--- config.mk ---
export PLATFORM = sky130hd
export DESIGN_NAME = cfgSequencer
export DESIGN_NICKNAME = d
export VERILOG_FILES = /design/src/rtl/codecCfgPkg.sv /design/src/rtl/cfgSequencer.sv
export VERILOG_INCLUDE_DIRS = /design/src /design/src/include
export SDC_FILE = /design/constraint.sdc
export NUM_CORES = 1
export LEC_CHECK = 0
export BUFFER_PORTS_ARGS = -buffer_cell sky130_fd_sc_hd__buf_2
export CAP_MARGIN = 10
export CORE_ASPECT_RATIO = 1.4
export CORE_MARGIN = 3
export CORE_UTILIZATION = 40
export CTS_BUF_LIST = sky130_fd_sc_hd__clkbuf_4 sky130_fd_sc_hd__clkbuf_8
export CTS_CLUSTER_SIZE = 16
export DETAILED_ROUTE_END_ITERATION = 8
export PLACE_DENSITY_LB_ADDON = 0.1
export SLEW_MARGIN = 30
export SYNTH_ARGS = -nofsm -noshare
export SYNTH_HDL_FRONTEND = slang
export SYNTH_SLANG_ARGS = --single-unit
--- constraint.sdc ---
create_clock -name iCLK -period 1.55 [get_ports iCLK]
set_input_delay 0.31 -clock iCLK [delete_from_list [all_inputs] [get_ports iCLK]]
set_output_delay 0.31 -clock iCLK [all_outputs]
set_load 0.005 [all_outputs]
--- src/include/codecCfg_settings.svh ---
// Simulation values by default, and CFG_TICK_DIV must stay at 2 or more for the go/done timing to hold
`ifndef CODECCFG_SETTINGS_SVH
`define CODECCFG_SETTINGS_SVH

//////////////////////////////////////////////////////////////////////
// Bus timing

// System clocks per quarter-bit phase
// Use about 300 for 24 MHz in and a 20 kHz bus
`define CFG_TICK_DIV 4

//////////////////////////////////////////////////////////////////////
// Codec addressing and table

`define CFG_DEV_ADDR 8'h34   // Codec write address, CSB low
`define CFG_TABLE_LEN 10     // Register words sent after reset
`define CFG_IDX_W 4          // Wide enough to hold CFG_TABLE_LEN itself

`endif

--- src/rtl/codecCfgPkg.sv ---
// Shared types assume one fixed 24-bit frame per bus write and a five-phase engine
package codecCfgPkg;

	//////////////////////////////////////////////////////////////////////
	// Payload of one bus write

	// Sent MSB first, device byte then the register word high byte first
	typedef struct packed
	{
		logic [7:0]  devAddr;   // Write address byte, R/W bit already 0
		logic [15:0] regWord;   // Register number [15:9], data [8:0]
	} cfgFrame_t;

	//////////////////////////////////////////////////////////////////////
	// Engine to sequencer

	typedef struct packed
	{
		logic done;   // One cycle at the end of a frame
		logic nack;   // Valid with done
	} engStatus_t;

	// Bit-level engine phases
	typedef enum logic [2:0]
	{
		phIdle,    // scl high, sda released
		phStart,   // sda falls under high scl
		phBit,     // One data bit per four ticks
		phAck,     // sda released and sampled
		phStop     // sda rises under high scl
	} engPhase_t;

endpackage

--- src/rtl/cfgSequencer.sv ---
// Retries a NACKed entry forever with no limit, and after the last entry it idles until reset
`include "codecCfg_settings.svh"

module cfgSequencer
	import codecCfgPkg::*;
(
	input  logic                  iCLK,
	input  logic                  iRST_N,
	input  logic [15:0]           regWord,   // Table word at idx, same cycle
	input  engStatus_t            status,    // done pulse with nack
	output logic [`CFG_IDX_W-1:0] idx,       // Current table entry
	output cfgFrame_t             frame,     // Held stable while go is high
	output logic                  go,        // Write request level
	output logic                  cfgDone    // Sticky until reset
);

	localparam int unsigned idxW = `CFG_IDX_W;
	localparam logic [idxW-1:0] tableLen = idxW'(`CFG_TABLE_LEN);

	typedef enum logic [1:0]
	{
		sLoad,      // Build frame and raise go
		sWait,      // Engine busy
		sAdvance    // Next entry or finish
	} seqState_t;

	seqState_t state;
	logic      loadFrame;   // Frame register enable

	// A write starts from load (first entry, retry) or from advance (next entry)
	assign loadFrame = (state == sLoad) || ((state == sAdvance) && (idx != tableLen));

	//////////////////////////////////////////////////////////////////////
	// Frame register

	always_ff @(posedge iCLK)
	begin
		if (loadFrame)
		begin
			frame.devAddr <= `CFG_DEV_ADDR;
			frame.regWord <= regWord;   // Same word again on a retry
		end
	end

	//////////////////////////////////////////////////////////////////////
	// Control FSM

	always_ff @(posedge iCLK or negedge iRST_N)
	begin
		if (!iRST_N)
		begin
			state   <= sLoad;
			idx     <= '0;
			go      <= 1'b0;
			cfgDone <= 1'b0;
		end
		else
		begin
			case (state)
				sLoad:
				begin
					go    <= 1'b1;
					state <= sWait;
				end
				sWait:
				begin
					if (status.done)
					begin
						go <= 1'b0;   // Low the cycle after done
						if (status.nack)
							state <= sLoad;   // Resend same idx
						else
						begin
							idx   <= idx + 1'b1;
							state <= sAdvance;
						end
					end
				end
				sAdvance:
				begin
					if (idx == tableLen)
						cfgDone <= 1'b1;   // Stays here until reset
					else
					begin
						go    <= 1'b1;
						state <= sWait;
					end
				end
				default: state <= sLoad;
			endcase
		end
	end

endmodule

==> impl_metrics.toml, run 1 <==
[outcome]
outcome = "complete, no violations"

[routing]
drt_pass1_iterations = 2
ant_nets = 0
remaining_drc_errors = 0
detail_route.iter0.violations = 9
vias = 537
vias_per_inst = 4.48
wl_per_cell_um = 11.9
drt_wl_total_um = 1430

[floorplanning]
fp.dieArea_um2 = 2860
core.rowCount = 19
initial_utilization_pct = 43.9
die_h_um = 62.0
die_width_um = 46.0
pin_count = 50
design.core.area_um2 = 2040

[pwr]
netSwitchingFraction_pct = 25.7
power.net_switching_uw = 395
power.density_cell_area_nw_per_um2 = 1330
power.share.combinational_pct = 23.2
clock_network_fraction_of_design_power_pct = 20.0
power.ir.vdd_worst_mv = 1.01
p_seq_share_pct = 56.8
cellInternalPower_mw = 1.14
leakagePower_nw = 0.542

[sta]
final-hold-violation-count = 0
post-route-worst-setup-slack_ps = 104
drv_slew = 0
skew_ps = 2.31
timing.final.crit_period_ps = 1450
fmax_ghz = 0.691
fin_tns_setup_ps = 0
setup_violation_total_in_the_final_timing_report = 0
post-route-period-util_pct = 93.3
grt_setup_unrepaired = "false"

[layout]
final_net_count = 122
fin_area_um2 = 1160
seqCellArea_um2 = 681
area_growth_pct = 29.4
multi_input_comb_area_um2 = 176
drive_gt1_share_pct = 51.5
insertedDiodeCount = 0
layout.filler_cells = 181

[clock_network]
path_clk_slew_ps = 120
clock-sinks = 24
postCtsSetupBuffers = 0
cts_root_buf = "clkbuf_4"
cts_tree = "yes"
cts-buffers-inserted = 3
clock_tree.buffer_depth = 2
number_of_levels_the_h_tree_was_split_into = 1
worst_skew_pair.late_latency_ps = 290

[worst_setup_path]
crit_path_cell_trace = "inv_1 > ha_1 > nand4b_1 > and2b_2"
timing.critical_path.from_type = "register"
cp_max_fo = 18
crit_path_max_cell_delay_ps = 390
cp_slowest_cell = "and2b_2"
worst_r2r_endpoint = "frame[12]"
crit_path_end_kind = "register"
arrival_ps = 1420
worst_r2r_path_depth = 4
worstReg2RegStart = "idx[0]"
path_class = "reg2reg"
reg2reg_setup_slack_ps = 100
worst_ep_required_time_ps = 1520

[worst_hold_path]
hold_start = "regWord[6]"
hold-path-endpoint = "frame[6]"
min_path_cells = 1
holdCritPathClass = "in2reg"

[synth]
yosysMostFrequentCell = "edfxtp_1"
yosys_warnings = 0
synth_edf_count = 16
number_of_cells_produced_by_synthesis = 52
synth-seq-cells = 24
synth_seq_area_share_pct = 75.9
post_synth_most_frequent_cells = "edfxtp_1, buf_4, dfrtp_1"
synth.avg_cell_area_um2 = 17.3
post_synth_main_area_contributors = "edfxtp_1, dfrtp_1, buf_4, xnor2_1, ha_1"
synth_flop_cell = "edfxtp_1"
netlist_area_um2 = 897
netlist.area_leader.share_pct = 53.6
netlist-cell-type-count = 17
post-synth-top-area-cell = "edfxtp_1"
synth-async-reset-ratio_pct = 33.3

[global_routing]
globalRoute.totalOverflow = 0
number_of_antenna_violations_at_the_first_check_in_global_routing = 0
total_grt_usage_pct = 10.6
grt_pass1_wl_um = 2130
pin_count_of_the_biggest_net_entering_global_routing = 19
vias_in_the_first_global_route = 495

[placement]
weighted_congestion_reported_at_the_end_of_routability_driven_placement = 0.664
dp_slack_ps = 99.9
dpl_cell_area_um2 = 1110
numPortBuffers = 41
place_hpwl_um = 1100

[flow_run]
maxCapViolations = 0
-- power by group through the flow --
stage	logic, mW	registers [mW]	clock network, mW
4_1_cts	0.364	0.875	0.322
3_3_place_gp	0.359	0.884	0
2_1_floorplan	0.148	0.911	0
6_report	0.357	0.874	0.308
5_1_grt	0.399	0.889	0.353
3_5_place_dp	0.360	0.889	0
-- kinds of logic after synthesis --
family	after synthesis	share of synthesized area [%]
flip-flops	24	75.9
AND/OR/NAND/NOR	7	6.56
buffers and inverters	9	7.11
adder cells (fa/ha/maj)	2	2.79
XOR/XNOR	3	2.93
other	2	0.837
AO/OA/AOI/OAI	5	3.90
-- layout make-up --
| cell class | count | area share, % |
|---|---|---|
| Tap cell | 21 | 2.26 |
| Clock buffer | 4 | 3.13 |
| Inverter | 1 | 0.323 |
| Multi-Input combinational cell | 25 | 15.2 |
| Sequential cell | 24 | 58.6 |
| Timing Repair Buffer | 45 | 20.5 |
-- state kept, by name, indices dropped and copies added (netlist names) --
| name | count |
|---|---|
| frame | 16 |
| idx | 4 |
| state | 2 |
| cfgDone | 1 |
| go | 1 |
-- worst max path at each step --
stage | startpoint | to | slack, ps | cells past startpoint
6_report | idx[0] | frame[12] | 100 | 4
5_1_grt | idx[0] | frame[1] | 10 | 4
4_1_cts | idx[0] | frame[12] | 80 | 4
3_5_place_dp | idx[0] | frame[6] | 100 | 4
3_3_place_gp | idx[0] | frame[3] | 140 | 4
2_1_floorplan | idx[0] | frame[0] | 110 | 4
-- layer usage --
metal  up-vias  global-route usage (%)  routed length [um]
met5         -                       0                   0
met4         0                    4.88                  17
met3         2                    2.88                 151
met2        27                    18.9                 698
met1       246                    11.3                 565
li1        262                       -                   -
-- timing repair --
| action | 4_1_cts | 5_1_grt |
|---|---|---|
| hold endpoints to repair | 8 | 0 |
| endpoints found under the setup margin | 0 | 0 |
| gates resized for setup | 0 | 0 |
| hold buffers | 1 | 0 |
-- critical path, delay by kind of cell, from the launching register on --
kind	cells	cell delay, ps
adders and majority gates	1	190
buffers and inverters	1	70
DFF	1	370
and+or+nand+nor	2	500
-- layout by cell type, fill, tap and decap left out, types with 2 or more instances in the layout --
cell type | netlist | routed
buf_2 | 0 | 41
ha_1 | 2 | 2
buf_4 | 8 | 3
xnor2_1 | 3 | 3
conb_1 | 2 | 8
edfxtp_1 | 16 | 16
dfrtp_1 | 8 | 8
o21bai_1 | 3 | 3
clkbuf_4 | 0 | 3
-- metrics by stage --
step / utilization [%] / hold WS (ps) / cells / power, mW
3_3_place_gp: 54.5 / 164 / 115 / 1.24
6_report: 56.8 / 180 / 120 / 1.54
5_1_grt: 56.8 / 147 / 120 / 1.64
4_1_cts: 56.8 / 168 / 120 / 1.56
3_5_place_dp: 54.5 / 168 / 115 / 1.25
2_1_floorplan: - / 14.4 / 58 / 1.06
Power figures use the tool's default switching activity.
==> run 2: changes to the inputs <==
--- a/config.mk
+++ b/config.mk
@@ -8,9 +8,11 @@
 export LEC_CHECK = 0
 export BUFFER_PORTS_ARGS = -buffer_cell sky130_fd_sc_hd__buf_2
 export CAP_MARGIN = 10
+export CELL_PAD_IN_SITES_DETAIL_PLACEMENT = 0
+export CELL_PAD_IN_SITES_GLOBAL_PLACEMENT = 1
 export CORE_ASPECT_RATIO = 1.4
 export CORE_MARGIN = 3
-export CORE_UTILIZATION = 40
+export CORE_UTILIZATION = 31
 export CTS_BUF_LIST = sky130_fd_sc_hd__clkbuf_4 sky130_fd_sc_hd__clkbuf_8
 export CTS_CLUSTER_SIZE = 16
 export DETAILED_ROUTE_END_ITERATION = 8
==> run 2 against run 1 <==
Register-to-register slack improved by 80 ps. Worst hold slack got worse by 2.4 ps. Via count is 2.4% lower. Final area rose by 0.86%. Non-clock buffer count stayed put. Combinational power up 1%. Routed wire length is 2.8% higher. Total power down 3.2%. Setup slack improved by 81 ps. Critical path depth unchanged. Highest routed layer unchanged.
==> impl_metrics.toml, run 2 (synthesis gave the netlist of run 1 again) <==
[worst_setup_path]
crit_path_max_cell_delay_ps = 360
reg2reg_setup_slack_ps = 190
arrival_ps = 1360
cp-endpoint = "frame[2]"
worst_ep_required_time_ps = 1540
timing.critical_path.from_type = "register"
crit_path_cell_trace = "inv_1 > ha_1 > nand4b_1 > and2b_4"
worstReg2RegStart = "idx[0]"
path_class = "reg2reg"
cp_slowest_cell = "dfrtp_1"
cp_max_fo = 18
worst_r2r_endpoint = "frame[2]"
worst_r2r_path_depth = 4
crit_path_end_kind = "register"
cp-startpoint = "idx[0]"

[clock_network]
clock-sinks = 24
worst_skew_pair.late_latency_ps = 300
cts_root_buf = "clkbuf_4"
clock_tree.buffer_depth = 2
cts-buffers-inserted = 3
cts_tree = "yes"
path_clk_slew_ps = 120
number_of_levels_the_h_tree_was_split_into = 1

[global_routing]
pin_count_of_the_biggest_net_entering_global_routing = 19
vias_in_the_first_global_route = 465
total_grt_usage_pct = 7.80
number_of_antenna_violations_at_the_first_check_in_global_routing = 0
globalRoute.totalOverflow = 0
grt_pass1_wl_um = 2090

[layout]
final_net_count = 122
area_growth_pct = 30.5
layout.cells.most_common_list = "buf_2, edfxtp_1, conb_1, dfrtp_1"
reg.largest.list = "frame: 16 flops, idx: 4 flops, state: 2 flops"
utilization_pct = 43.4
insertedDiodeCount = 0
registers.top_by_ff_count = "frame"
finish.cell_count_without_fillers = 135
fin_area_um2 = 1170
drive_gt1_share_pct = 50.5
layout.filler_cells = 277
final_common_cell = "buf_2"
largest_register_ffs = 16

[sta]
post-route-worst-setup-slack_ps = 185
drv_slew = 0
skew_ps = 3.65
fin_tns_setup_ps = 0
timing.final.crit_period_ps = 1360
final-hold-violation-count = 0
setup_violation_total_in_the_final_timing_report = 0
post-route-period-util_pct = 88.0
holdWs_ps = 178
grt_setup_unrepaired = "false"
fmax_ghz = 0.733

[placement]
place_hpwl_um = 1160
post-place-cells = 130
numPortBuffers = 41
weighted_congestion_reported_at_the_end_of_routability_driven_placement = 0.658
dp_slack_ps = 112
dpl_cell_area_um2 = 1130

[floorplanning]
design.core.area_um2 = 2700
initial_utilization_pct = 33.3
core.rowCount = 22
die_width_um = 51.5
fp.dieArea_um2 = 3580
die_h_um = 69.7
pin_count = 50

[routing]
wl_per_cell_um = 10.9
detail_route.iter0.violations = 8
ant_nets = 0
drt_wl_total_um = 1470
vias_per_inst = 3.88
vias = 524
remaining_drc_errors = 0
drt_pass1_iterations = 2

[outcome]
outcome = "complete, no violations"

[flow_run]
maxCapViolations = 0

[pwr]
power_mw = 1.49
power.density_cell_area_nw_per_um2 = 1270
leakagePower_nw = 0.536
power.ir.vdd_worst_mv = 0.647

[worst_hold_path]
holdCritPathClass = "in2reg"
-- run 2: report_power, final --
group	leakage [nW]	switching [mW]	internal, mW
Combinational	0.272	0.167	0.195
Clock	0.0154	0.163	0.0937
Sequential	0.249	0.0632	0.807
-- run 2: worst min path at each step --
stage | from | to | depth (start not counted)
final | regWord[9] | frame[9] | 1
after global routing | regWord[0] | frame[0] | 1
after global placement | iRST_N | idx[2] | 1
after CTS | regWord[9] | frame[9] | 1
after detailed placement | iRST_N | idx[2] | 1
after floorplan | iRST_N | cfgDone | 0
-- run 2: final cells by class --
| class | count | area (um2) | share of cell area (%) |
|---|---|---|---|
| Clock buffer | 3 | 22.5 | 1.92 |
| Clock inverter | 1 | 3.75 | 0.321 |
| Inverter | 1 | 3.75 | 0.321 |
| Multi-Input combinational cell | 25 | 178 | 15.2 |
| Sequential cell | 24 | 681 | 58.1 |
| Tap cell | 36 | 45.0 | 3.85 |
| Timing Repair Buffer | 45 | 238 | 20.3 |
-- run 2: routing by layer --
metal,GRT usage (%),vias up,wire length (um)
met4,3.50,0,8
met2,11.8,30,706
met1,10.1,233,591
met5,0,-,0
li1,-,259,-
met3,2.37,2,166
-- run 2: worst max-delay path: cells and delay by family, from the launching register on --
| family | cells | cell delay [ps] |
|---|---|---|
| adders and majority gates | 1 | 190 |
| buffers and inverters | 1 | 70 |
| DFF | 1 | 360 |
| and+or+nand+nor | 2 | 430 |
-- run 2: repair_timing --
item / 4_1_cts / 5_1_grt
hold buffers: 1 / 0
setup buffers: 0 / 0
endpoints found under the setup margin: 0 / 16
hold endpoints to repair: 8 / 0
gates resized for setup: 0 / 1
