File: src/include/codecCfg_settings.svh
// Simulation values by default, and CFG_TICK_DIV must stay at 2 or more for the go/done timing to hold
`ifndef CODECCFG_SETTINGS_SVH
`define CODECCFG_SETTINGS_SVH

//////////////////////////////////////////////////////////////////////
// Bus timing

// System clocks per quarter-bit phase
// Use about 300 for 24 MHz in and a 20 kHz bus
`define CFG_TICK_DIV 4

//////////////////////////////////////////////////////////////////////
// Codec addressing and table

`define CFG_DEV_ADDR 8'h34   // Codec write address, CSB low
`define CFG_TABLE_LEN 10     // Register words sent after reset
`define CFG_IDX_W 4          // Wide enough to hold CFG_TABLE_LEN itself

`endif

File: src/rtl/cfgRegTable.sv
// Fixed power-up words for the codec, so any index at or past CFG_TABLE_LEN reads back zero
`include "codecCfg_settings.svh"

module cfgRegTable
(
	input  logic [`CFG_IDX_W-1:0] idx,       // Entry number from the sequencer
	output logic [15:0]           regWord    // {reg[6:0], data[8:0]}
);

	localparam int unsigned idxW = `CFG_IDX_W;
	localparam logic [idxW-1:0] tableLen = idxW'(`CFG_TABLE_LEN);

	//////////////////////////////////////////////////////////////////////
	// Register words

	always_comb
	begin
		regWord = 16'h0000;
		if (idx < tableLen)
		begin
			case (idx)
				4'd0:    regWord = 16'h001A;   // R0 left line-in, 1Ah
				4'd1:    regWord = 16'h021A;   // R1 right line-in, 1Ah
				4'd2:    regWord = 16'h047B;   // R2 left headphone, 7Bh
				4'd3:    regWord = 16'h067B;   // R3 right headphone, 7Bh
				4'd4:    regWord = 16'h08F8;   // R4 analog path, DAC selected
				4'd5:    regWord = 16'h0A06;   // R5 de-emphasis at 48 kHz
				4'd6:    regWord = 16'h0C00;   // R6 every block powered
				4'd7:    regWord = 16'h0E01;   // R7 left-justified, 16 bit
				4'd8:    regWord = 16'h1009;   // R8 48 kHz, USB mode
				4'd9:    regWord = 16'h1201;   // R9 interface active
				default: regWord = 16'h0000;
			endcase
		end
	end

	// Activation goes last
	// The codec expects the format and sampling words before it

endmodule

File: config.mk
export PLATFORM = sky130hd
export DESIGN_NAME = cfgRegTable
export DESIGN_NICKNAME = d
export VERILOG_FILES = /design/src/rtl/cfgRegTable.sv
export VERILOG_INCLUDE_DIRS = /design/src /design/src/include
export SDC_FILE = /design/constraint.sdc
export NUM_CORES = 1
export LEC_CHECK = 0
export BUFFER_PORTS_ARGS = -buffer_cell sky130_fd_sc_hd__buf_2
export CAP_MARGIN = 20
export CORE_AREA = 2 2 39 41
export DETAILED_ROUTE_END_ITERATION = 10
export DIE_AREA = 0 0 41 43
export PLACE_DENSITY = 0.49
export REMOVE_ABC_BUFFERS = 1
export SYNTH_ARGS = -nofsm -noshare
export SYNTH_HDL_FRONTEND = slang
export SYNTH_SLANG_ARGS = --single-unit
File: constraint.sdc
create_clock -name vclk -period 1.5
set_input_delay 0.075 -clock vclk [all_inputs]
set_output_delay 0.075 -clock vclk [all_outputs]
set_load 0.005 [all_outputs]
==> results of run 1 <==
## metrics by stage
step / hold WS [ns] / total power (W) / setup WS (ns) / instances / utilization (%)
3_3_place_gp: 0.475 / 0.0000562 / 0.555 / 55 / 16.9
2_1_floorplan: 0.176 / 0.0000264 / 0.801 / 23 / -
6_report: 0.478 / 0.0000565 / 0.555 / 55 / 16.9
3_5_place_dp: 0.479 / 0.0000567 / 0.558 / 55 / 16.9
5_1_grt: 0.495 / 0.0000635 / 0.501 / 55 / 16.9
4_1_cts: 0.479 / 0.0000569 / 0.547 / 55 / 16.9
## power groups by stage
stage          logic (W)  registers, W  clock network, W
2_1_floorplan  0.0000264             0                 0
4_1_cts        0.0000569             0                 0
5_1_grt        0.0000635             0                 0
6_report       0.0000565             0                 0
3_5_place_dp   0.0000567             0                 0
3_3_place_gp   0.0000562             0                 0
## tightest hold or removal path: stages
cell	delay, ns
buf_2	0.16
a21oi_2	0.05
buf_2	0.12
## cells by family (layout without fill, tap and decap cells)
kind of cell	after synthesis	count (layout)	share of synthesized area, %
and+or+nand+nor	11	11	41.8
AOI/OAI and AO/OA	7	7	26.9
buffers and inverters	7	17	29.1
other	1	4	2.24
## path summary, 6_finish.rpt
kind    endpoint  depth (start not counted)  startpoint  slack, ns
min   regWord[6]                          3      idx[3]       0.48
max   regWord[5]                          4      idx[2]       0.55
## Yosys cell counts
master / count / area [µm²]
buf_4: 6 / 45.0
a21oi_1: 3 / 15.0
nand2b_1: 2 / 12.5
nor2_1: 2 / 7.51
or2b_1: 2 / 15.0
a21o_1: 1 / 7.51
a21oi_2: 1 / 8.76
and2_1: 1 / 6.26
conb_1: 1 / 3.75
inv_1: 1 / 3.75
nor2b_1: 1 / 6.26
nor3b_1: 1 / 7.51
o21ai_0: 1 / 5.00
o31a_1: 1 / 8.76
or2_2: 1 / 6.26
or3b_1: 1 / 8.76
## layout make-up
cell class / instances / share of cell area, %
Inverter: 1 / 1.60
Tap cell: 16 / 8.56
Timing Repair Buffer: 16 / 34.2
Multi-Input combinational cell: 22 / 55.6
## routing by layer
layer,track usage [%],wire length (µm)
met3,0,65
met2,5.94,159
met5,0,0
met1,3.16,172
met4,0,0
==> results.md, run 1 <==
- The worst-case IR drop observed on VDD is 0.0290 mV.
- The total net switching power is 0.0000291 W.
- Entering global routing, the biggest net connects 11 pins.
- The final hold violation count is 0.
- The signed area change from the synthesized netlist to the final layout is 39.6%.
- The run finished with clean final reports.
- The count of final setup violators is 0.
- The detail route stage leaves a number of antenna-violating nets equal to 0.
- The routed via count is 198.
- The number of filler instances in the final layout is 165.
- In this run the power density over the cells is 242 nW/µm².
- Of the synthesized area, sequential elements account for 0%.
- The gate family responsible for the most delay along the worst path is simple AND/OR/NAND/NOR gates.
- The via-per-instance ratio is 3.60.
- The initial antenna violation count came to 0.
- The register area is 0 µm².
- The number of diodes added for antenna fixing is 0.
- In the layout the commonest cells are buf_2 (16), conb_1 (4), a21oi_1 (3).
- Buffers inserted to repair hold after CTS numbered 0.
- The final weighted congestion in routability-driven placement is 0.418.
- Traced cell by cell, the critical path runs through buf_2, or3b_1, a21oi_2, buf_2.
- At the worst endpoint, the required time is 1.42 ns.
- Of all nets on the critical path, the largest fanout is 10.
- STA classifies the critical path endpoint as a primary output.
- The worst setup path is launched from a primary input.
- In the final routed layout, each cell accounts on average for 7.22 µm.
- The post-route minimum period is 0.945 ns.
- The worst hold path belongs to the class primary input to primary output.
- Summed over all failing endpoints, the final setup total negative slack is 0 ns.
- The area of all placed cells without fillers is 234 µm².
- The die covers 1760 µm².
- The floorplan has 14 rows.
- The internal power of the cells totals 0.0000274 W.
- The worst setup path category is primary input to primary output.
- The first-pass detailed-route iteration total is 4.
- The clock network power share is 0%.
- The layout has 0 clock buffers.
- In the routed design, unresolved DRC markers number 0.
- The number of port buffers is 16.
- The die width is 41 µm.
- The arrival time at the worst endpoint is 0.87 ns.
- The placeable core region is 1380 µm².
- The max-slew violation count was 0.
- The worst path uses 63.0% of the clock period.
- The share of total power dissipated in sequential elements is 0%.
- The count of maximum capacitance violations is 0.
- A synthesized cell averages 6.45 µm².
- The share of layout cells above drive strength 1 is 46.2%.
- Of the total power, combinational logic draws 100.0%.
- Among all stages on the critical path, the largest delay is contributed by or3b_1.
- The distinct cell type count of the synthesized netlist is 16.
- The placed standard-cell area is 234 µm².
- Summed over all cells, the static leakage comes to 0.139 nW.
- The most frequent standard cell in the layout excluding fill and tap cells is buf_2.
- For this run, the top clock speed supported by timing is 1060 MHz.
- The sequential cell count is 0.
- The die is 43 µm tall.
- The sum of buffers and inverters on the critical path is 2.
- The first global-routing pass estimated 400 µm of wire.
- The synthesized netlist occupies a cell area of 168 µm².
- The number of global-route vias before repair is 108.
- The total detailed-routing wirelength is 397 µm.
- The Yosys warning count is 0.
- Gates resized during post-CTS repair numbered 0.
- The cell count after synthesis is 26.
- Net switching is 51.5% of the power.
- Setup repair after global routing left no endpoint under its margin.
- Detailed placement ended at an HPWL of 315 µm.
- The combined area of the multi-input logic cells is 130 µm².
- The peak per-stage delay on the critical path is 0.38 ns.
- The total setup buffers inserted after CTS is 0.
- The total routing usage reported by global routing is 2.90%.
- During I/O placement, the number of pins put on the boundary was 20.
- After the first detailed-routing iteration, the DRC count stood at 1.
- The initial core utilization is 12.1%.
- The layout net count is 45.
- For this run the aggregate overflow at the end of global routing stands at 0.
- The most common cell type on the critical path is buf_2.
Note: power is estimated with default switching activity, not from simulation.
==> run 2, diff against run 1 <==
ABC_AREA = 1   (was default)
PLACE_DENSITY = 0.47   (was 0.49)
clock period = 0.95 ns   (was 1.5 ns; I/O delays follow)
==> results.md, run 2 <==
- The floorplan step defined a die boundary enclosing 1760 µm².
- The total area inside the core boundary comes to 1380 µm².
- In the post-synthesis netlist, the cell with the most instances is nand2_1.
- The final hold violation count is 0.
- The min-delay analysis places its worst path in the category primary input to primary output.
- The arrival time at the worst endpoint is 0.66 ns.
- The DRC marker count from the first detailed-route iteration is 0.
- The total placed cells including tap cells is 59.
- Power spread over the standard cell area amounts to 390 nW/µm².
- Routability-driven placement finished with a final weighted congestion of 0.469.
- In the finished design, the share of the clock period the worst path needs comes to 74.6%.
- Using the TritonRoute via totals, the vias-per-cell ratio works out to 3.42.
- The routed via count is 202.
- The worst setup path category is primary input to primary output.
- Compared with the post-synthesis result, the final layout area differs by 53.2%.
- The number of filler instances in the final layout is 174.
- The library cell used most frequently in the layout, excluding fill and tap cells, is buf_2.
- In the routed design, unresolved DRC markers number 0.
- Setup violations remaining at the end of the flow were counted as 0.
- Cells with a size suffix above 1 make up 41.9% of the layout.
- The Yosys warning count is 0.
- The initialized floorplan defines 14 standard-cell rows.
- The post-synthesis instance area is 139 µm².
- Across the run, the number of max-cap violations was 0.
- The total setup buffers inserted after CTS is 0.
- The sequential cells in the finished layout cover a total of 0 µm².
- The signal on the critical path passes through buf_2, o21ai_0, nand2_1, nor2_1, buf_2.
- In this run the cell area measured after placement is 213 µm².
- The largest single stage delay on the critical path is 0.15 ns.
- Following the worst setup path forward leads to its endpoint at regWord[5].
- The total routing usage reported by global routing is 3.80%.
- The most numerous cell type found on the critical path is buf_2.
- The number of port buffers is 16.
- The initial antenna violation count is 0.
- The first global-routing pass estimated 503 µm of wire.
- The die is 41 µm wide.
- The mean instance size in the synthesized netlist is 4.79 µm².
- The number of gates resized after CTS was 0.
- The peak supply drop is 0.0415 mV.
- The maximum number of pins on one net before global-route repair is 8.
- The leakage power is 0.156 nW.
- The post-route minimum period is 0.709 ns.
- The number of diodes added for antenna fixing is 0.
- The commonest cells after synthesis are nand2_1 (7), buf_4 (5), nor2_1 (5).
- The top-level port count is 20.
- Synthesis produced 29 cells.
- STA classifies the critical path startpoint as a primary input.
- The largest individual stage delay along the critical path comes from the cell o21ai_0.
- After clock tree synthesis, the flow added hold-fix buffers numbering 0.
- The layout net count is 49.
- The distinct cell type count of the synthesized netlist is 11.
- The synthesized design spends more area on one cell type than any other, namely buf_4.
- Summing the sequential cell areas from Yosys gives 0% of the chip area.
- The detailed-placement wirelength estimate is 367 µm.
- Total power for the finished layout comes to 0.0000829 W.
- The final sum of negative setup slack is 0 ns.
- Leaving out filler cells and counting taps, the final layout contains 59.
- The biggest fanout along the worst timing path is 4.
- The launch point of the worst path is idx[1].
- The gate family responsible for the most delay along the worst path is buffers and inverters.
- In the final routed layout, each cell accounts on average for 6.69 µm.
- In the layout the commonest cells are buf_2 (16), nand2_1 (7), nor2_1 (5).
- The first-pass detailed-route iteration total is 1.
- Setup repair after global routing left no endpoint under its margin.
- The critical path runs through a total of 5 cells.
- The number of global-route vias before repair was 149.
- There are 0 flip-flops and latches.
- Static timing analysis puts the maximum clock frequency at 1410 MHz.
- The sum of buffers and inverters on the critical path is 2.
- The initial core utilization is 10.0%.
- The die boundary height is 43 µm.
- The number of nets still failing antenna checks after routing is 0.
- By area the synthesized netlist is led by buf_4 (27%), nand2_1 (19%), nor2_1 (14%).
- Summed over all layers, the global routing overflow is 0.
- The endpoint required time on the critical path is 0.90 ns.
- The worst setup path is captured at a primary output.
- The max-slew violation count is 0.
- The routed design has 395 µm of wire.
- The area of all placed cells without fillers is 213 µm².
- The clock buffer instance count of the final layout is 0.
- The flow ran to the end, and the final reports show no timing, DRC or antenna violations.
- After synthesis, the largest area contributor takes up 27.0% of total cell area.
-- run 2: logic make-up (layout without fill, tap and decap cells) --
family / count (synthesis) / after routing / synth area share, %
buffers and inverters: 10 / 21 / 40.5
AOI/OAI and AO/OA: 4 / 4 / 16.2
and+or+nand+nor: 14 / 14 / 40.5
other: 1 / 4 / 2.70
-- run 2: layout make-up --
class / count / area [µm²] / area share [%]
Timing Repair Buffer: 16 / 80.1 / 37.6
Inverter: 5 / 18.8 / 8.82
Multi-Input combinational cell: 22 / 93.8 / 44.1
Tap cell: 16 / 20.0 / 9.41
-- run 2: per-stage QoR --
step	setup slack (ns)	util [%]	hold slack [ns]
after global routing	0.172	15.4	0.441
after floorplan	0.461	-	0.120
after global placement	0.234	15.4	0.410
after CTS	0.223	15.4	0.413
after detailed placement	0.223	15.4	0.411
final	0.241	15.4	0.408
-- run 2: routing by layer --
metal,global-route usage (%),vias up,share of wire [%]
li1,-,106,-
met2,8.75,10,51
met4,0,0,0
met5,0,-,0
met3,0,0,11
met1,3.16,86,37
-- run 2: worst min-delay path by stage --
stage / from / slack (ns) / end / cells past startpoint
3_3_place_gp: idx[2] / 0.41 / regWord[1] / 3
2_1_floorplan: idx[3] / 0.12 / regWord[10] / 1
3_5_place_dp: idx[2] / 0.41 / regWord[1] / 3
5_1_grt: idx[2] / 0.44 / regWord[1] / 3
6_report: idx[2] / 0.41 / regWord[1] / 3
4_1_cts: idx[2] / 0.41 / regWord[1] / 3
-- run 2: where the power goes --
| part | internal [W] | switching (W) | total, W |
|---|---|---|---|
| logic | 0.0000359 | 0.0000471 | 0.0000829 |
| registers | 0 | 0 | 0 |
| clock network | 0 | 0 | 0 |
| total | 0.0000359 | 0.0000471 | 0.0000829 |
==> run 3, diff against run 2 <==
ABC_AREA = 0   (was 1)
PLACE_DENSITY = 0.49   (was 0.47)
clock period = 0.8 ns   (was 0.95 ns; I/O delays follow)
==> results.md, run 3 (synthesis results as in run 1) <==
- The layout net count is 50.
- Of the cells placed in the final design, the portion with a size suffix greater than 1 is 54.5%.
- At the placement stage, the worst setup path has a slack of -0.0596 ns.
- For this run, the top clock speed supported by timing is 1220 MHz.
- The total overflow left after global routing is 0.
- The die width is 41 µm.
- Counting tap cells, the placed design contains a total of 60 instances.
- The wire length of the first global-routing pass is 552 µm.
- The congestion estimate from routability-driven global placement came to 0.473.
- In this run the remaining antenna-violating nets after routing total 0.
- The hold buffer count at CTS is 0.
- Global routing used 4.00% of the available tracks.
- The final hold violation count is 0.
- Setup violations remaining at the end of the flow were counted as 2.
- In this run the worst hold path is classified as primary input to primary output.
- The hold path endpoint is regWord[12].
- Setup repair after global routing could not meet its margin everywhere.
- In this run the standard cell core region covers 1380 µm².
- The worst setup path is of the primary input to primary output kind.
- The top-level port count is 20.
- The repair_antennas step left the layout with diodes totalling 0.
- The first-pass detailed-route iteration total is 1.
- The gate family responsible for the most delay along the worst path is simple AND/OR/NAND/NOR gates.
- The flow ran to the end, but the final reports show violations.
- The number of global-route vias before repair came to 167.
- The number of port buffers is 16.
- The total setup buffers inserted after CTS is 0.
- The number of rows in the core area is 14.
- The max-slew violation count is 0.
- The die covers 1760 µm².
- The detailed router finished its first iteration with 0 violations.
- The worst hold margin is 0.399 ns.
- Counting both buffers and inverters, the worst setup path holds a total of 2.
- The part of the cycle the worst path needs is 102%.
- The startpoint of the worst hold path is idx[2].
- The register area is 0 µm².
- The leakage power is 0.175 nW.
- The final total power is 0.000140 W.
- The detailed-placement wirelength estimate is 363 µm.
- The signed area change from the synthesized netlist to the final layout is 82.8%.
- The worst hold path was traced through 4 stages.
- After detailed routing, the number of remaining DRC violations is 0.
- For this run, the slowest stage of the critical path takes 0.38 ns.
- The final instance count without filler cells is 60.
- For the worst setup path, the data arrival time is 0.78 ns.
- STA classifies the critical path startpoint as a primary input.
- Max-cap violations in this run came to 0.
- Setup slack on the critical path of the routed design comes to -0.0165 ns.
- The peak supply drop is 0.0623 mV.
- The total power density per cell area is 457 nW/µm².
- Walking the worst path, the cells encountered are buf_6, or3b_1, a21oi_2, buf_2.
- The detailed router placed 209 vias in this run.
- Clock buffers in the final layout number 0.
- For the worst setup path, the data required time is 0.76 ns.
- The initial antenna violation count came to 0.
- The die is 43 µm tall.
- The top cell types in the final layout, fill and taps aside, are buf_2 (13), conb_1 (4), buf_6 (4).
- After detailed routing, the number of vias per cell comes to 3.48.
- The initial core utilization is 12.1%.
- Entering global routing, the biggest net connects 9 pins.
- STA classifies the critical path endpoint as a primary output.
- The routed wirelength normalized by instance count is 6.87 µm.
- For this design, the slowest cell found on the critical path is or3b_1.
- The biggest fanout along the worst timing path is 4.
- The sequential cell count is 0.
- The most frequent standard cell in the layout excluding fill and tap cells is buf_2.
- The post-route minimum period is 0.816 ns.
- The final reports fail on setup timing.
- The total detailed-routing wirelength is 412 µm.
==> run 3: per-stage QoR <==
stage	area [µm²]	TNS (ns)	utilization, %
floorplan	134	0	-
global placement	272	-0.0946	19.6
detailed placement	272	-0.123	19.6
CTS	284	-0.0981	20.5
global route	307	-0.133	22.2
finish	307	-0.0316	22.2
==> run 3: layer usage <==
| layer | up-vias | track usage, % | routed length, µm |
|---|---|---|---|
| met4 | 0 | 0 | 0 |
| met5 | - | 0 | 0 |
| met2 | 14 | 8.75 | 183 |
| li1 | 112 | - | - |
| met1 | 83 | 3.80 | 172 |
| met3 | 0 | 0 | 55 |
==> run 3: cell type report <==
class | instances | area, µm²
fillers | 161 | 1080
well taps | 16 | 20.0
repair buffers | 21 | 148
multi-input cells | 22 | 135
inverters | 1 | 3.75
==> run 3: worst max path at each step <==
stage,startpoint,to,slack (ns),cells past startpoint
after global placement,idx[1],regWord[6],-0.05,4
after floorplan,idx[1],regWord[5],0.17,2
after CTS,idx[0],regWord[5],-0.05,4
final,idx[0],regWord[5],-0.02,4
after detailed placement,idx[1],regWord[5],-0.06,4
after global routing,idx[0],regWord[5],-0.05,4
==> run 3: power by group <==
| part | internal [W] | switching [W] | total (W) |
|---|---|---|---|
| Clock | 0 | 0 | 0 |
| Combinational | 0.0000820 | 0.0000582 | 0.000140 |
| Sequential | 0 | 0 | 0 |
| Total | 0.0000820 | 0.0000582 | 0.000140 |
==> run 3: timing repair <==
| action | CTS | global route |
|---|---|---|
| pin swaps | 2 | 2 |
| endpoints found under the setup margin | 3 | 7 |
| resized for setup | 3 | 6 |
