==> src/include/codecCfg_settings.svh <==
// Simulation values by default, and CFG_TICK_DIV must stay at 2 or more for the go/done timing to hold
`ifndef CODECCFG_SETTINGS_SVH
`define CODECCFG_SETTINGS_SVH

//////////////////////////////////////////////////////////////////////
// Bus timing

// System clocks per quarter-bit phase
// Use about 300 for 24 MHz in and a 20 kHz bus
`define CFG_TICK_DIV 4

//////////////////////////////////////////////////////////////////////
// Codec addressing and table

`define CFG_DEV_ADDR 8'h34   // Codec write address, CSB low
`define CFG_TABLE_LEN 10     // Register words sent after reset
`define CFG_IDX_W 4          // Wide enough to hold CFG_TABLE_LEN itself

`endif

==> src/rtl/codecCfgPkg.sv <==
// Shared types assume one fixed 24-bit frame per bus write and a five-phase engine
package codecCfgPkg;

	//////////////////////////////////////////////////////////////////////
	// Payload of one bus write

	// Sent MSB first, device byte then the register word high byte first
	typedef struct packed
	{
		logic [7:0]  devAddr;   // Write address byte, R/W bit already 0
		logic [15:0] regWord;   // Register number [15:9], data [8:0]
	} cfgFrame_t;

	//////////////////////////////////////////////////////////////////////
	// Engine to sequencer

	typedef struct packed
	{
		logic done;   // One cycle at the end of a frame
		logic nack;   // Valid with done
	} engStatus_t;

	// Bit-level engine phases
	typedef enum logic [2:0]
	{
		phIdle,    // scl high, sda released
		phStart,   // sda falls under high scl
		phBit,     // One data bit per four ticks
		phAck,     // sda released and sampled
		phStop     // sda rises under high scl
	} engPhase_t;

endpackage

==> src/rtl/i2cWriteEngine.sv <==
// Write-only bus master with no clock stretching, arbitration or reads, and go is sampled on ticks only
module i2cWriteEngine
	import codecCfgPkg::*;
(
	input  logic       iCLK,
	input  logic       iRST_N,
	input  logic       tick,          // Quarter-bit enable
	input  logic       go,            // Start request level
	input  cfgFrame_t  frame,         // Latched when leaving idle
	input  logic       sdaIn,         // Pin read back
	output logic       scl,           // Push-pull clock
	output logic       sdaDriveLow,   // Open-drain pull-down
	output engStatus_t status
);

	localparam logic [2:0] lastBit  = 3'd7;
	localparam logic [1:0] lastByte = 2'd2;

	engPhase_t   phase;
	logic [1:0]  qCnt;       // Quarter within a bit or condition
	logic [2:0]  bitCnt;     // Bit within the byte
	logic [1:0]  byteCnt;    // Byte within the frame
	logic [23:0] shReg;      // Outgoing bits, MSB at [23]
	logic        nackSeen;   // Any byte unacknowledged
	logic [1:0]  sdaSync;    // Pin synchronizer

	//////////////////////////////////////////////////////////////////////
	// Input sync and shifter

	always_ff @(posedge iCLK or negedge iRST_N)
	begin
		if (!iRST_N)
			sdaSync <= 2'b11;   // Idle bus reads high
		else
			sdaSync <= {sdaSync[0], sdaIn};
	end

	always_ff @(posedge iCLK)
	begin
		if (tick)
		begin
			if ((phase == phIdle) && go)
				shReg <= frame;
			else if ((phase == phBit) && (qCnt == 2'd3))
				shReg <= {shReg[22:0], 1'b0};   // Next bit to [23]
		end
	end

	//////////////////////////////////////////////////////////////////////
	// Phase FSM
	// Quarter 0 raises scl, 2 drops it, 3 sets the next data bit

	always_ff @(posedge iCLK or negedge iRST_N)
	begin
		if (!iRST_N)
		begin
			phase       <= phIdle;
			qCnt        <= 2'd0;
			bitCnt      <= 3'd0;
			byteCnt     <= 2'd0;
			nackSeen    <= 1'b0;
			scl         <= 1'b1;
			sdaDriveLow <= 1'b0;
			status      <= '0;
		end
		else
		begin
			status.done <= 1'b0;   // Pulse
			if (tick)
			begin
				qCnt <= qCnt + 2'd1;   // Wraps every four ticks
				case (phase)
					phIdle:
					begin
						qCnt <= 2'd0;
						if (go)
						begin
							phase    <= phStart;
							bitCnt   <= 3'd0;
							byteCnt  <= 2'd0;
							nackSeen <= 1'b0;
						end
					end
					phStart:
					begin
						case (qCnt)
							2'd0: sdaDriveLow <= 1'b1;   // Start condition
							2'd1: scl <= 1'b1;           // Hold under high scl
							2'd2: scl <= 1'b0;
							default:
							begin
								sdaDriveLow <= ~shReg[23];   // First MSB
								phase       <= phBit;
							end
						endcase
					end
					phBit:
					begin
						case (qCnt)
							2'd0: scl <= 1'b1;
							2'd1: scl <= 1'b1;   // Data held
							2'd2: scl <= 1'b0;
							default:
							begin
								if (bitCnt == lastBit)
								begin
									bitCnt      <= 3'd0;
									sdaDriveLow <= 1'b0;   // Release for ack
									phase       <= phAck;
								end
								else
								begin
									bitCnt      <= bitCnt + 3'd1;
									sdaDriveLow <= ~shReg[22];   // Bit after the shift
								end
							end
						endcase
					end
					phAck:
					begin
						case (qCnt)
							2'd0: scl <= 1'b1;
							2'd1:
							begin
								if (sdaSync[1])
									nackSeen <= 1'b1;   // Target left sda high
							end
							2'd2: scl <= 1'b0;
							default:
							begin
								if (byteCnt == lastByte)
								begin
									sdaDriveLow <= 1'b1;   // Low before stop
									phase       <= phStop;
								end
								else
								begin
									byteCnt     <= byteCnt + 2'd1;
									sdaDriveLow <= ~shReg[23];   // Next byte MSB
									phase       <= phBit;
								end
							end
						endcase
					end
					phStop:
					begin
						case (qCnt)
							2'd0: scl <= 1'b1;
							2'd1: sdaDriveLow <= 1'b0;   // Stop condition
							2'd2: scl <= 1'b1;
							default:
							begin
								phase       <= phIdle;
								status.done <= 1'b1;
								status.nack <= nackSeen;
							end
						endcase
					end
					default: phase <= phIdle;
				endcase
			end
		end
	end

endmodule

==> config.mk <==
export PLATFORM = sky130hd
export DESIGN_NAME = i2cWriteEngine
export DESIGN_NICKNAME = d
export VERILOG_FILES = /design/src/include/codecCfg_settings.svh /design/src/rtl/codecCfgPkg.sv /design/src/rtl/i2cWriteEngine.sv
export SDC_FILE = /design/constraint.sdc
export NUM_CORES = 1
export LEC_CHECK = 0
export BUFFER_PORTS_ARGS = -buffer_cell sky130_fd_sc_hd__clkbuf_2
export CORE_ASPECT_RATIO = 1.75
export CORE_MARGIN = 3
export CORE_UTILIZATION = 56
export CTS_CLUSTER_SIZE = 10
export DETAILED_ROUTE_END_ITERATION = 8
export GPL_TIMING_DRIVEN = 0
export PLACE_DENSITY = 0.79
export SETUP_SLACK_MARGIN = 0.2
export SYNTH_ARGS = -nofsm -noshare
export SYNTH_HDL_FRONTEND = slang
export SYNTH_SLANG_ARGS = --single-unit
==> constraint.sdc <==
create_clock -name iCLK -period 3.3 [get_ports iCLK]
set_clock_uncertainty 0.15 [all_clocks]
set_input_delay 0.825 -clock iCLK [delete_from_list [all_inputs] [get_ports iCLK]]
set_output_delay 0.825 -clock iCLK [all_outputs]
set_load 0.01 [all_outputs]
==> flow_metrics.env, run 1 <==
export IMPL_firstDrtPassIters=4
export IMPL_cts_hold_buf=0
export IMPL_num_rows=29
export IMPL_syn2layout_area_growth_pct=14.97
export IMPL_power_density_nw_per_um2=703.8
export IMPL_clk_pin_slew_ns=0.08
export IMPL_synth_area_leader_cell="edfxtp_1"
export IMPL_drive_gt1_frac=0.3816
export IMPL_tightest_slew_ns=0.6413
export IMPL_mappedNetlistArea_um2=2190
export IMPL_fp_dieH_um=88.72
export IMPL_place_area_um2=2410
export IMPL_timing_final_crit_share=0.7762
export IMPL_setup_viol=0
export IMPL_crit_buf_inv=2
export IMPL_wl_um=4333
export IMPL_maxSlewHeadroom=0.5706
export IMPL_finalSetupTns_ns=0
export IMPL_ir_worst_vdd_mv=0.5412
export IMPL_post_drt_wl_per_cell_um=17.13
export IMPL_post_route_util=0.6802
export IMPL_synth_fa_ha_area_frac=0.05143
export IMPL_diodes=0
export IMPL_cp_end_kind="flop"
export IMPL_dieArea_um2=4726
export IMPL_h_tree_depth=2
export IMPL_critPathArrivalTime_ns=2.33
export IMPL_yosysSeqAreaShare=0.5251
export IMPL_tritoncts="built"
export IMPL_grt_usage=0.2097
export IMPL_leakage_nw=1.057
export IMPL_yosys_area_share_simple=0.1217
export IMPL_synth_cell_types=45
export IMPL_clock_sinks=41
export IMPL_grt_overflow=0
export IMPL_min_path_type="flop to flop"
export IMPL_synth_top_cell_area_share=0.3291
export IMPL_grt_max_degree=25
export IMPL_worstPathCellList="clkbuf_2 -> nor4b_4 -> buf_6 -> a21oi_1 -> nor2b_4"
export IMPL_grt_pass1_wl_um=7224
export IMPL_path_delay_family="simple AND/OR/NAND/NOR gates"
export IMPL_root_buffer="clkbuf_8"
export IMPL_yosys_warnings=0
export IMPL_synth_compound_area_frac=0.1091
export IMPL_port_buffers=32
export IMPL_cp_slowest_stage_delay_ns=0.54
export IMPL_synthMuxAreaShare=0.1503
export IMPL_cts_buffers=5
export IMPL_dp_hpwl_um=3263
export IMPL_initial_utilization=0.5916
export IMPL_syn_nets=205
export IMPL_synth_top_cells_by_area="edfxtp_1, dfrtp_1, mux2_2"
export IMPL_grt_pass1_vias=1562
export IMPL_period_minus_slack_ns=2.561
export IMPL_ys_seq_elements=41
export IMPL_nets=244
export IMPL_vias=1482
export IMPL_synth_top_family_by_area="multiplexers"
export IMPL_hold_viol=0
export IMPL_drt_iter0_drc=40
export IMPL_antenna_found_initial=0
export IMPL_syn_avg_cell_area_um2=13.11
export IMPL_crit_path_start_kind="input port"
export IMPL_gp_congestion=0.8536
export IMPL_cp_data_required_time_ns=3.07
export IMPL_crit_path_top_delay_cell="nor4b_4"
export IMPL_die_width_um=53.27
export IMPL_drv_cap=0
export IMPL_status="complete, no violations"
export IMPL_postCtsSetupBuffers=0
export IMPL_ioPinCount=33
export IMPL_worst_slack_ns=0.7385
export IMPL_slew_violations=0
export IMPL_drc=0
export IMPL_post_place_ws_ns=0.04631
export IMPL_viasPerCell=5.858
export IMPL_fmax_mhz=390.4
export IMPL_postSynthCellCount=167
export IMPL_crit_type="input port to flop"
export IMPL_final_common_cell="clkbuf_2"
export IMPL_synth_xor_area_frac=0.004000
export IMPL_layout_cell_area_non_filler_um2=2517
export IMPL_cts_resized=0
export IMPL_cp_max_fo=24
export IMPL_rsz0062_at_grt="false"
export IMPL_final_cell_mix="clkbuf_2, edfxtp_1, mux2_2, dfrtp_1, a21oi_1"
export IMPL_insertion_delay_ns=0.29
export IMPL_antenna_left=0
export IMPL_clockBufferDepth=2
export IMPL_core_area_um2=3701
[per-stage QoR]
stage / hold WS [ns] / power, mW / std cells
6_report: 0.2136 / 1.772 / 253
5_1_grt: 0.2163 / 1.874 / 253
4_1_cts: 0.2142 / 1.775 / 253
3_5_place_dp: 0.1978 / 1.409 / 245
3_3_place_gp: 0.1968 / 1.371 / 245
2_1_floorplan: 0.1952 / 1.246 / 167
[sequential cells by signal, indices dropped and copies added (netlist names)]
register / cells
qCnt: 2
phase: 3
sdaDriveLow: 1
nackSeen: 1
status: 2
scl: 1
shReg: 24
byteCnt: 2
bitCnt: 3
sdaSync: 2
[final timing paths]
kind,start,end,slack [ns],cells after the start
worst max register to register,phase[1],shReg[1],0.75,5
worst min register to register,sdaSync[0],sdaSync[1],0.21,0
max in group asynchronous,iRST_N,scl,2.36,1
worst min-delay path,sdaSync[0],sdaSync[1],0.21,0
worst max-delay path,go,shReg[1],0.74,5
min in group asynchronous,iRST_N,sdaDriveLow,0.30,1
[synthesized netlist by cell type, drive strengths merged]
cell,number
a211oi,1
a21oi,11
a221o,1
a31oi,1
a41o,1
a41oi,1
and2,2
and3,2
and3b,2
buf,8
clkbuf,2
dfrtp,14
dfstp,3
edfxtp,24
ha,9
inv,4
mux2,25
mux2i,1
nand2,6
nand2b,4
nand3,2
nand4bb,1
nor2,5
nor2b,6
nor3,1
nor3b,4
nor4b,2
o2111ai,1
o211ai,1
o21ai,10
o21ba,1
o221ai,1
o311a,1
o311ai,1
o31ai,2
o32a,1
or3,2
or3b,1
or4b,1
xnor2,1
[logic make-up (layout without fill, tap and decap cells)]
kind of cell | count (synthesis) | in the layout
AO/OA/AOI/OAI | 35 | 35
flip-flops | 41 | 41
AND/OR/NAND/NOR | 41 | 41
XOR/XNOR | 1 | 1
adder cells (fa/ha/maj) | 9 | 9
multiplexers | 26 | 26
buffers and inverters | 14 | 54
[power by group]
part | switching (mW) | leakage, nW | internal [mW] | total, mW
combinational | 0.358 | 0.563 | 0.331 | 0.690
clock | 0.171 | 0.0534 | 0.194 | 0.366
sequential | 0.0515 | 0.440 | 0.665 | 0.717
total | 0.581 | 1.06 | 1.19 | 1.77
[worst reg2reg max path, delay by kind of cell, from the launching register on]
kind | cells | cell delay [ns]
AOI/OAI and AO/OA | 1 | 0.08
buffers and inverters | 2 | 0.39
DFF | 1 | 0.41
and+or+nand+nor | 2 | 1.16
[routing by layer]
layer | global-route usage | part of all wire | up-vias
li1 | - | - | 701
met1 | 0.2284 | 0.37 | 715
met2 | 0.3631 | 0.55 | 48
met3 | 0.03373 | 0.038 | 18
met4 | 0.1349 | 0.039 | 0
met5 | 0 | 0 | -
[area by class of cell]
cell class / count / area (um2)
sequential: 41 / 1150
timing repair buffer: 32 / 160.2
clock inverter: 1 / 5.005
clock buffer: 7 / 97.59
fill: 295 / 1184
multi-input combinational: 112 / 963.4
buffer: 10 / 68.82
inverter: 4 / 15.01
tap: 46 / 57.56
No activity file was read; power rests on OpenSTA's default activity.
==> run 2: changes to the inputs <==
clock period = 2.4 ns   (was 3.3 ns; I/O delays follow)
==> flow_metrics.env, run 2 (synthesized netlist as in run 1, its figures left out) <==
export IMPL_root_buffer="clkbuf_8"
export IMPL_grt_pass1_vias=1669
export IMPL_diodes=0
export IMPL_clockBufferDepth=2
export IMPL_ir_worst_vdd_mv=0.7635
export IMPL_h_tree_depth=2
export IMPL_min_path_type="input port to asynchronous set/reset pin"
export IMPL_antenna_left=0
export IMPL_seqPwrFrac=0.378
export IMPL_die_width_um=53.27
export IMPL_post_place_ws_ns=-0.2478
export IMPL_cp_max_fo=12
export IMPL_clk_pin_slew_ns=0.08
export IMPL_finalSetupTns_ns=0
export IMPL_comb_power_share=0.399
export IMPL_crit_path_top_delay_cell="dfrtp_1"
export IMPL_power_mw=2.614
export IMPL_critPathArrivalTime_ns=1.91
export IMPL_r2r_cells=6
export IMPL_firstDrtPassIters=4
export IMPL_status="complete, no violations"
export IMPL_grt_usage=0.2297
export IMPL_hold_viol=0
export IMPL_grt_overflow=0
export IMPL_crit_start="phase[0]"
export IMPL_port_buffers=32
export IMPL_crit_path_start_kind="flop"
export IMPL_crit_type="flop to flop"
export IMPL_wl_um=4737
export IMPL_path_delay_family="buffers and inverters"
export IMPL_drc=0
export IMPL_clock_sinks=41
export IMPL_drt_iter0_drc=45
export IMPL_syn2layout_area_growth_pct=19.71
export IMPL_num_rows=29
export IMPL_grt_max_degree=18
export IMPL_fmax_mhz=488.1
export IMPL_final_cell_mix="clkbuf_2, edfxtp_1, mux2_2, dfrtp_1"
export IMPL_place_area_um2=2426
export IMPL_pwr_share_clk=0.224
export IMPL_top_regs="shReg x24, bitCnt x3, phase x3"
export IMPL_internal_power_mw=1.758
export IMPL_dp_hpwl_um=3387
export IMPL_crit_buf_inv=3
export IMPL_tritoncts="built"
export IMPL_slew_violations=0
export IMPL_cts_buffers=5
export IMPL_core_area_um2=3701
export IMPL_dieArea_um2=4726
export IMPL_regMostFlops="shReg"
export IMPL_setup_viol=0
export IMPL_grt_pass1_wl_um=7783
export IMPL_worst_slack_ns=0.3514
export IMPL_maxSlewHeadroom=0.6885
export IMPL_rsz0062_at_grt="false"
export IMPL_p_switching_mw=0.8554
export IMPL_vias=1547
export IMPL_r2r_setup_slack_ns=0.35
export IMPL_nets=249
export IMPL_ioPinCount=33
export IMPL_leakage_nw=1.103
export IMPL_post_drt_wl_per_cell_um=18.36
export IMPL_drive_gt1_frac=0.4151
export IMPL_post_route_util=0.7082
export IMPL_worstPathCellList="buf_4 -> buf_2 -> nor3b_2 -> a21oi_4 -> nor2b_4 -> buf_12"
export IMPL_cts_hold_buf=0
export IMPL_antenna_found_initial=0
export IMPL_largest_register_ffs=24
export IMPL_initial_utilization=0.5916
export IMPL_period_minus_slack_ns=2.049
export IMPL_cp_data_required_time_ns=2.26
export IMPL_power_density_nw_per_um2=997.1
export IMPL_cp_end_kind="flop"
export IMPL_timing_final_crit_share=0.8536
export IMPL_insertion_delay_ns=0.30
export IMPL_drv_cap=0
export IMPL_r2r_end="shReg[2]"
export IMPL_cp_slowest_stage_delay_ns=0.48
export IMPL_fp_dieH_um=88.72
export IMPL_tightest_slew_ns=0.4673
export IMPL_rr_startpoint="phase[0]"
export IMPL_layout_cell_area_non_filler_um2=2621
export IMPL_final_common_cell="clkbuf_2"
export IMPL_viasPerCell=5.996
export IMPL_num_fill_cells=287
export IMPL_switching_share=0.3273
export IMPL_gp_congestion=0.8659
run 2: worst max path at each step:
| stage | end | slack [ns] | depth (start not counted) |
|---|---|---|---|
| floorplan | shReg[0] | 0.18 | 4 |
| global placement | shReg[1] | -0.17 | 5 |
| detailed placement | shReg[1] | -0.25 | 5 |
| CTS | status[0] | 0.25 | 5 |
| global route | status[0] | 0.28 | 5 |
| finish | shReg[2] | 0.35 | 6 |
run 2: final cells by class:
type                       count  area (um2)  share of cell area
buffer                        10       70.07             0.02673
clock buffer                   6       82.58             0.03150
clock inverter                 2       37.54             0.01432
inverter                       4       15.01            0.005728
multi-input combinational    113       993.5              0.3790
sequential                    41        1150              0.4387
tap                           46       57.56             0.02196
timing repair buffer          36       215.2             0.08210
run 2: power by group through the flow:
stage	sequential, mW	combinational [mW]	clock, mW
finish	0.987	1.04	0.585
global route	1.00	1.13	0.618
floorplan	0.985	0.742	0
CTS	0.985	0.998	0.598
detailed placement	1.00	0.956	0
global placement	0.993	0.910	0
run 2: layer usage:
layer,vias up,global-route usage,wire (um)
met5,-,0,0
met4,0,0.1488,189
met3,20,0.03710,219
met2,66,0.3888,2532
met1,750,0.2586,1796
li1,711,-,-
run 2: what timing repair did:
item                                    in CTS  in global routing
cloned                                       1                  0
setup buffers                                2                  2
resized for setup                            2                  2
hold endpoints to repair                     0                  0
endpoints found under the setup margin      24                 25
pin swaps                                    1                  0
run 2: per-stage QoR:
stage	std cells	hold slack, ns
3_3_place_gp	245	0.1975
5_1_grt	258	0.1164
6_report	258	0.08422
2_1_floorplan	167	0.1544
3_5_place_dp	245	0.2007
4_1_cts	256	0.09850
==> run 3: changes to the inputs <==
CORE_UTILIZATION = 24   (was 56)
PLACE_DENSITY = unset   (was 0.79)
==> flow_metrics.env, run 3 (synthesized netlist as in run 1, its figures left out) <==
export IMPL_critPathArrivalTime_ns=2.06
export IMPL_rsz0062_at_grt="false"
export IMPL_wl_um=4514
export IMPL_status="complete, no violations"
export IMPL_crit_path_start_kind="flop"
export IMPL_layout_cell_area_non_filler_um2=2729
export IMPL_final_common_cell="clkbuf_2"
export IMPL_num_rows=45
export IMPL_top_regs="shReg x24, bitCnt x3, phase x3"
export IMPL_grt_max_degree=18
export IMPL_tightest_slew_ns=0.4473
export IMPL_drv_cap=0
export IMPL_min_path_type="input port to asynchronous set/reset pin"
export IMPL_grt_overflow=0
export IMPL_num_fill_cells=908
export IMPL_clock_sinks=41
export IMPL_antenna_left=0
export IMPL_cts_hold_buf=0
export IMPL_post_route_util=0.3107
export IMPL_regMostFlops="shReg"
export IMPL_insertion_delay_ns=0.28
export IMPL_hold_viol=0
export IMPL_drt_iter0_drc=89
export IMPL_syn2layout_area_growth_pct=24.63
export IMPL_timing_hold_ws_ns=0.09709
export IMPL_setup_viol=0
export IMPL_power_mw=2.644
export IMPL_tritoncts="built"
export IMPL_viasPerCell=4.483
export IMPL_drive_gt1_frac=0.4104
export IMPL_cp_end_kind="flop"
export IMPL_largest_register_ffs=24
export IMPL_cp_data_required_time_ns=2.42
export IMPL_crit_type="flop to flop"
export IMPL_initial_utilization=0.2493
export IMPL_vias=1475
export IMPL_slew_violations=0
export IMPL_period_minus_slack_ns=2.043
export IMPL_die_width_um=78.21
export IMPL_ir_worst_vdd_mv=0.4870
export IMPL_post_drt_wl_per_cell_um=13.72
export IMPL_antenna_found_initial=0
export IMPL_grt_usage=0.09817
export IMPL_leakage_nw=1.116
export IMPL_ioPinCount=33
export IMPL_timing_final_crit_share=0.8514
export IMPL_cp_max_fo=10
export IMPL_drc=0
export IMPL_dp_hpwl_um=3316
export IMPL_dieArea_um2=10350
export IMPL_fmax_mhz=489.4
export IMPL_grt_pass1_wl_um=7755
export IMPL_maxSlewHeadroom=0.7018
export IMPL_firstDrtPassIters=4
export IMPL_final_cell_mix="clkbuf_2, edfxtp_1, mux2_2, dfrtp_1"
export IMPL_finalSetupTns_ns=0
export IMPL_r2r_cells=5
export IMPL_grt_pass1_vias=1586
export IMPL_gp_congestion=0.8091
export IMPL_fp_dieH_um=132.4
export IMPL_h_tree_depth=2
export IMPL_core_area_um2=8783
export IMPL_cts_buffers=5
export IMPL_nets=249
export IMPL_diodes=0
export IMPL_clk_pin_slew_ns=0.06
export IMPL_power_density_nw_per_um2=968.8
export IMPL_place_area_um2=2515
export IMPL_clockBufferDepth=2
export IMPL_root_buffer="clkbuf_16"
export IMPL_port_buffers=32
==> run 3: changes by cell type in the layout (fill, tap and decap cells not counted) <==
cell	change
clkinvlp_4	-1
clkbuf_1	+1
clkinv_2	+2
clkbuf_8	-6
bufinv_16	-1
clkbuf_16	+5
==> run 3: stage by stage <==
stage               cells  worst slack [ns]
global route          329            0.2649
finish                329            0.3566
floorplan             167            0.1760
detailed placement    316           -0.3371
global placement      316           -0.3185
CTS                   328            0.2595
==> run 3: path summary, 6_finish.rpt <==
check / end / from / slack (ns)
setup reg to reg: status[0] / qCnt[1] / 0.36
min in group iCLK: sdaSync[1] / sdaSync[0] / 0.21
hold reg to reg: sdaSync[1] / sdaSync[0] / 0.21
max in group asynchronous: sdaSync[0] / iRST_N / 1.66
setup / recovery: status[0] / qCnt[1] / 0.36
hold / removal: bitCnt[2] / iRST_N / 0.1
==> run 3: power breakdown <==
part	total, mW	switching, mW	leakage [nW]	internal (mW)
Sequential	0.982	0.0675	0.440	0.915
Clock	0.648	0.266	0.0706	0.382
Combinational	1.01	0.508	0.605	0.505
==> run 3: worst max-delay path: stages (launching register included) <==
cell,delay [ns]
dfrtp_1,0.42
ha_1,0.24
clkbuf_2,0.24
and2_1,0.30
and3_1,0.24
mux2_2,0.34
==> run 3: layout make-up <==
cell class                 count  area [um2]  area share
timing repair buffer          36       215.2     0.07886
buffer                        10       70.07     0.02568
multi-input combinational    113       993.5      0.3641
tap                          117       146.4     0.05364
inverter                       4       15.01    0.005502
clock inverter                 2       10.01    0.003668
clock buffer                   6       128.9     0.04723
sequential                    41        1150      0.4214
==> run 3: what timing repair did <==
item / CTS / global route
buffers inserted: 3 / 1
gates resized for setup: 3 / 0
pin swaps: 1 / 0
endpoints found under the setup margin: 26 / 12
cloned: 1 / 0
==> run 3: routing by layer <==
metal,wire length [um],global-route usage,vias up
met3,194,0.02462,14
met4,214,0.07393,0
met1,1779,0.1028,713
li1,-,-,714
met5,0,0,-
met2,2326,0.1656,34
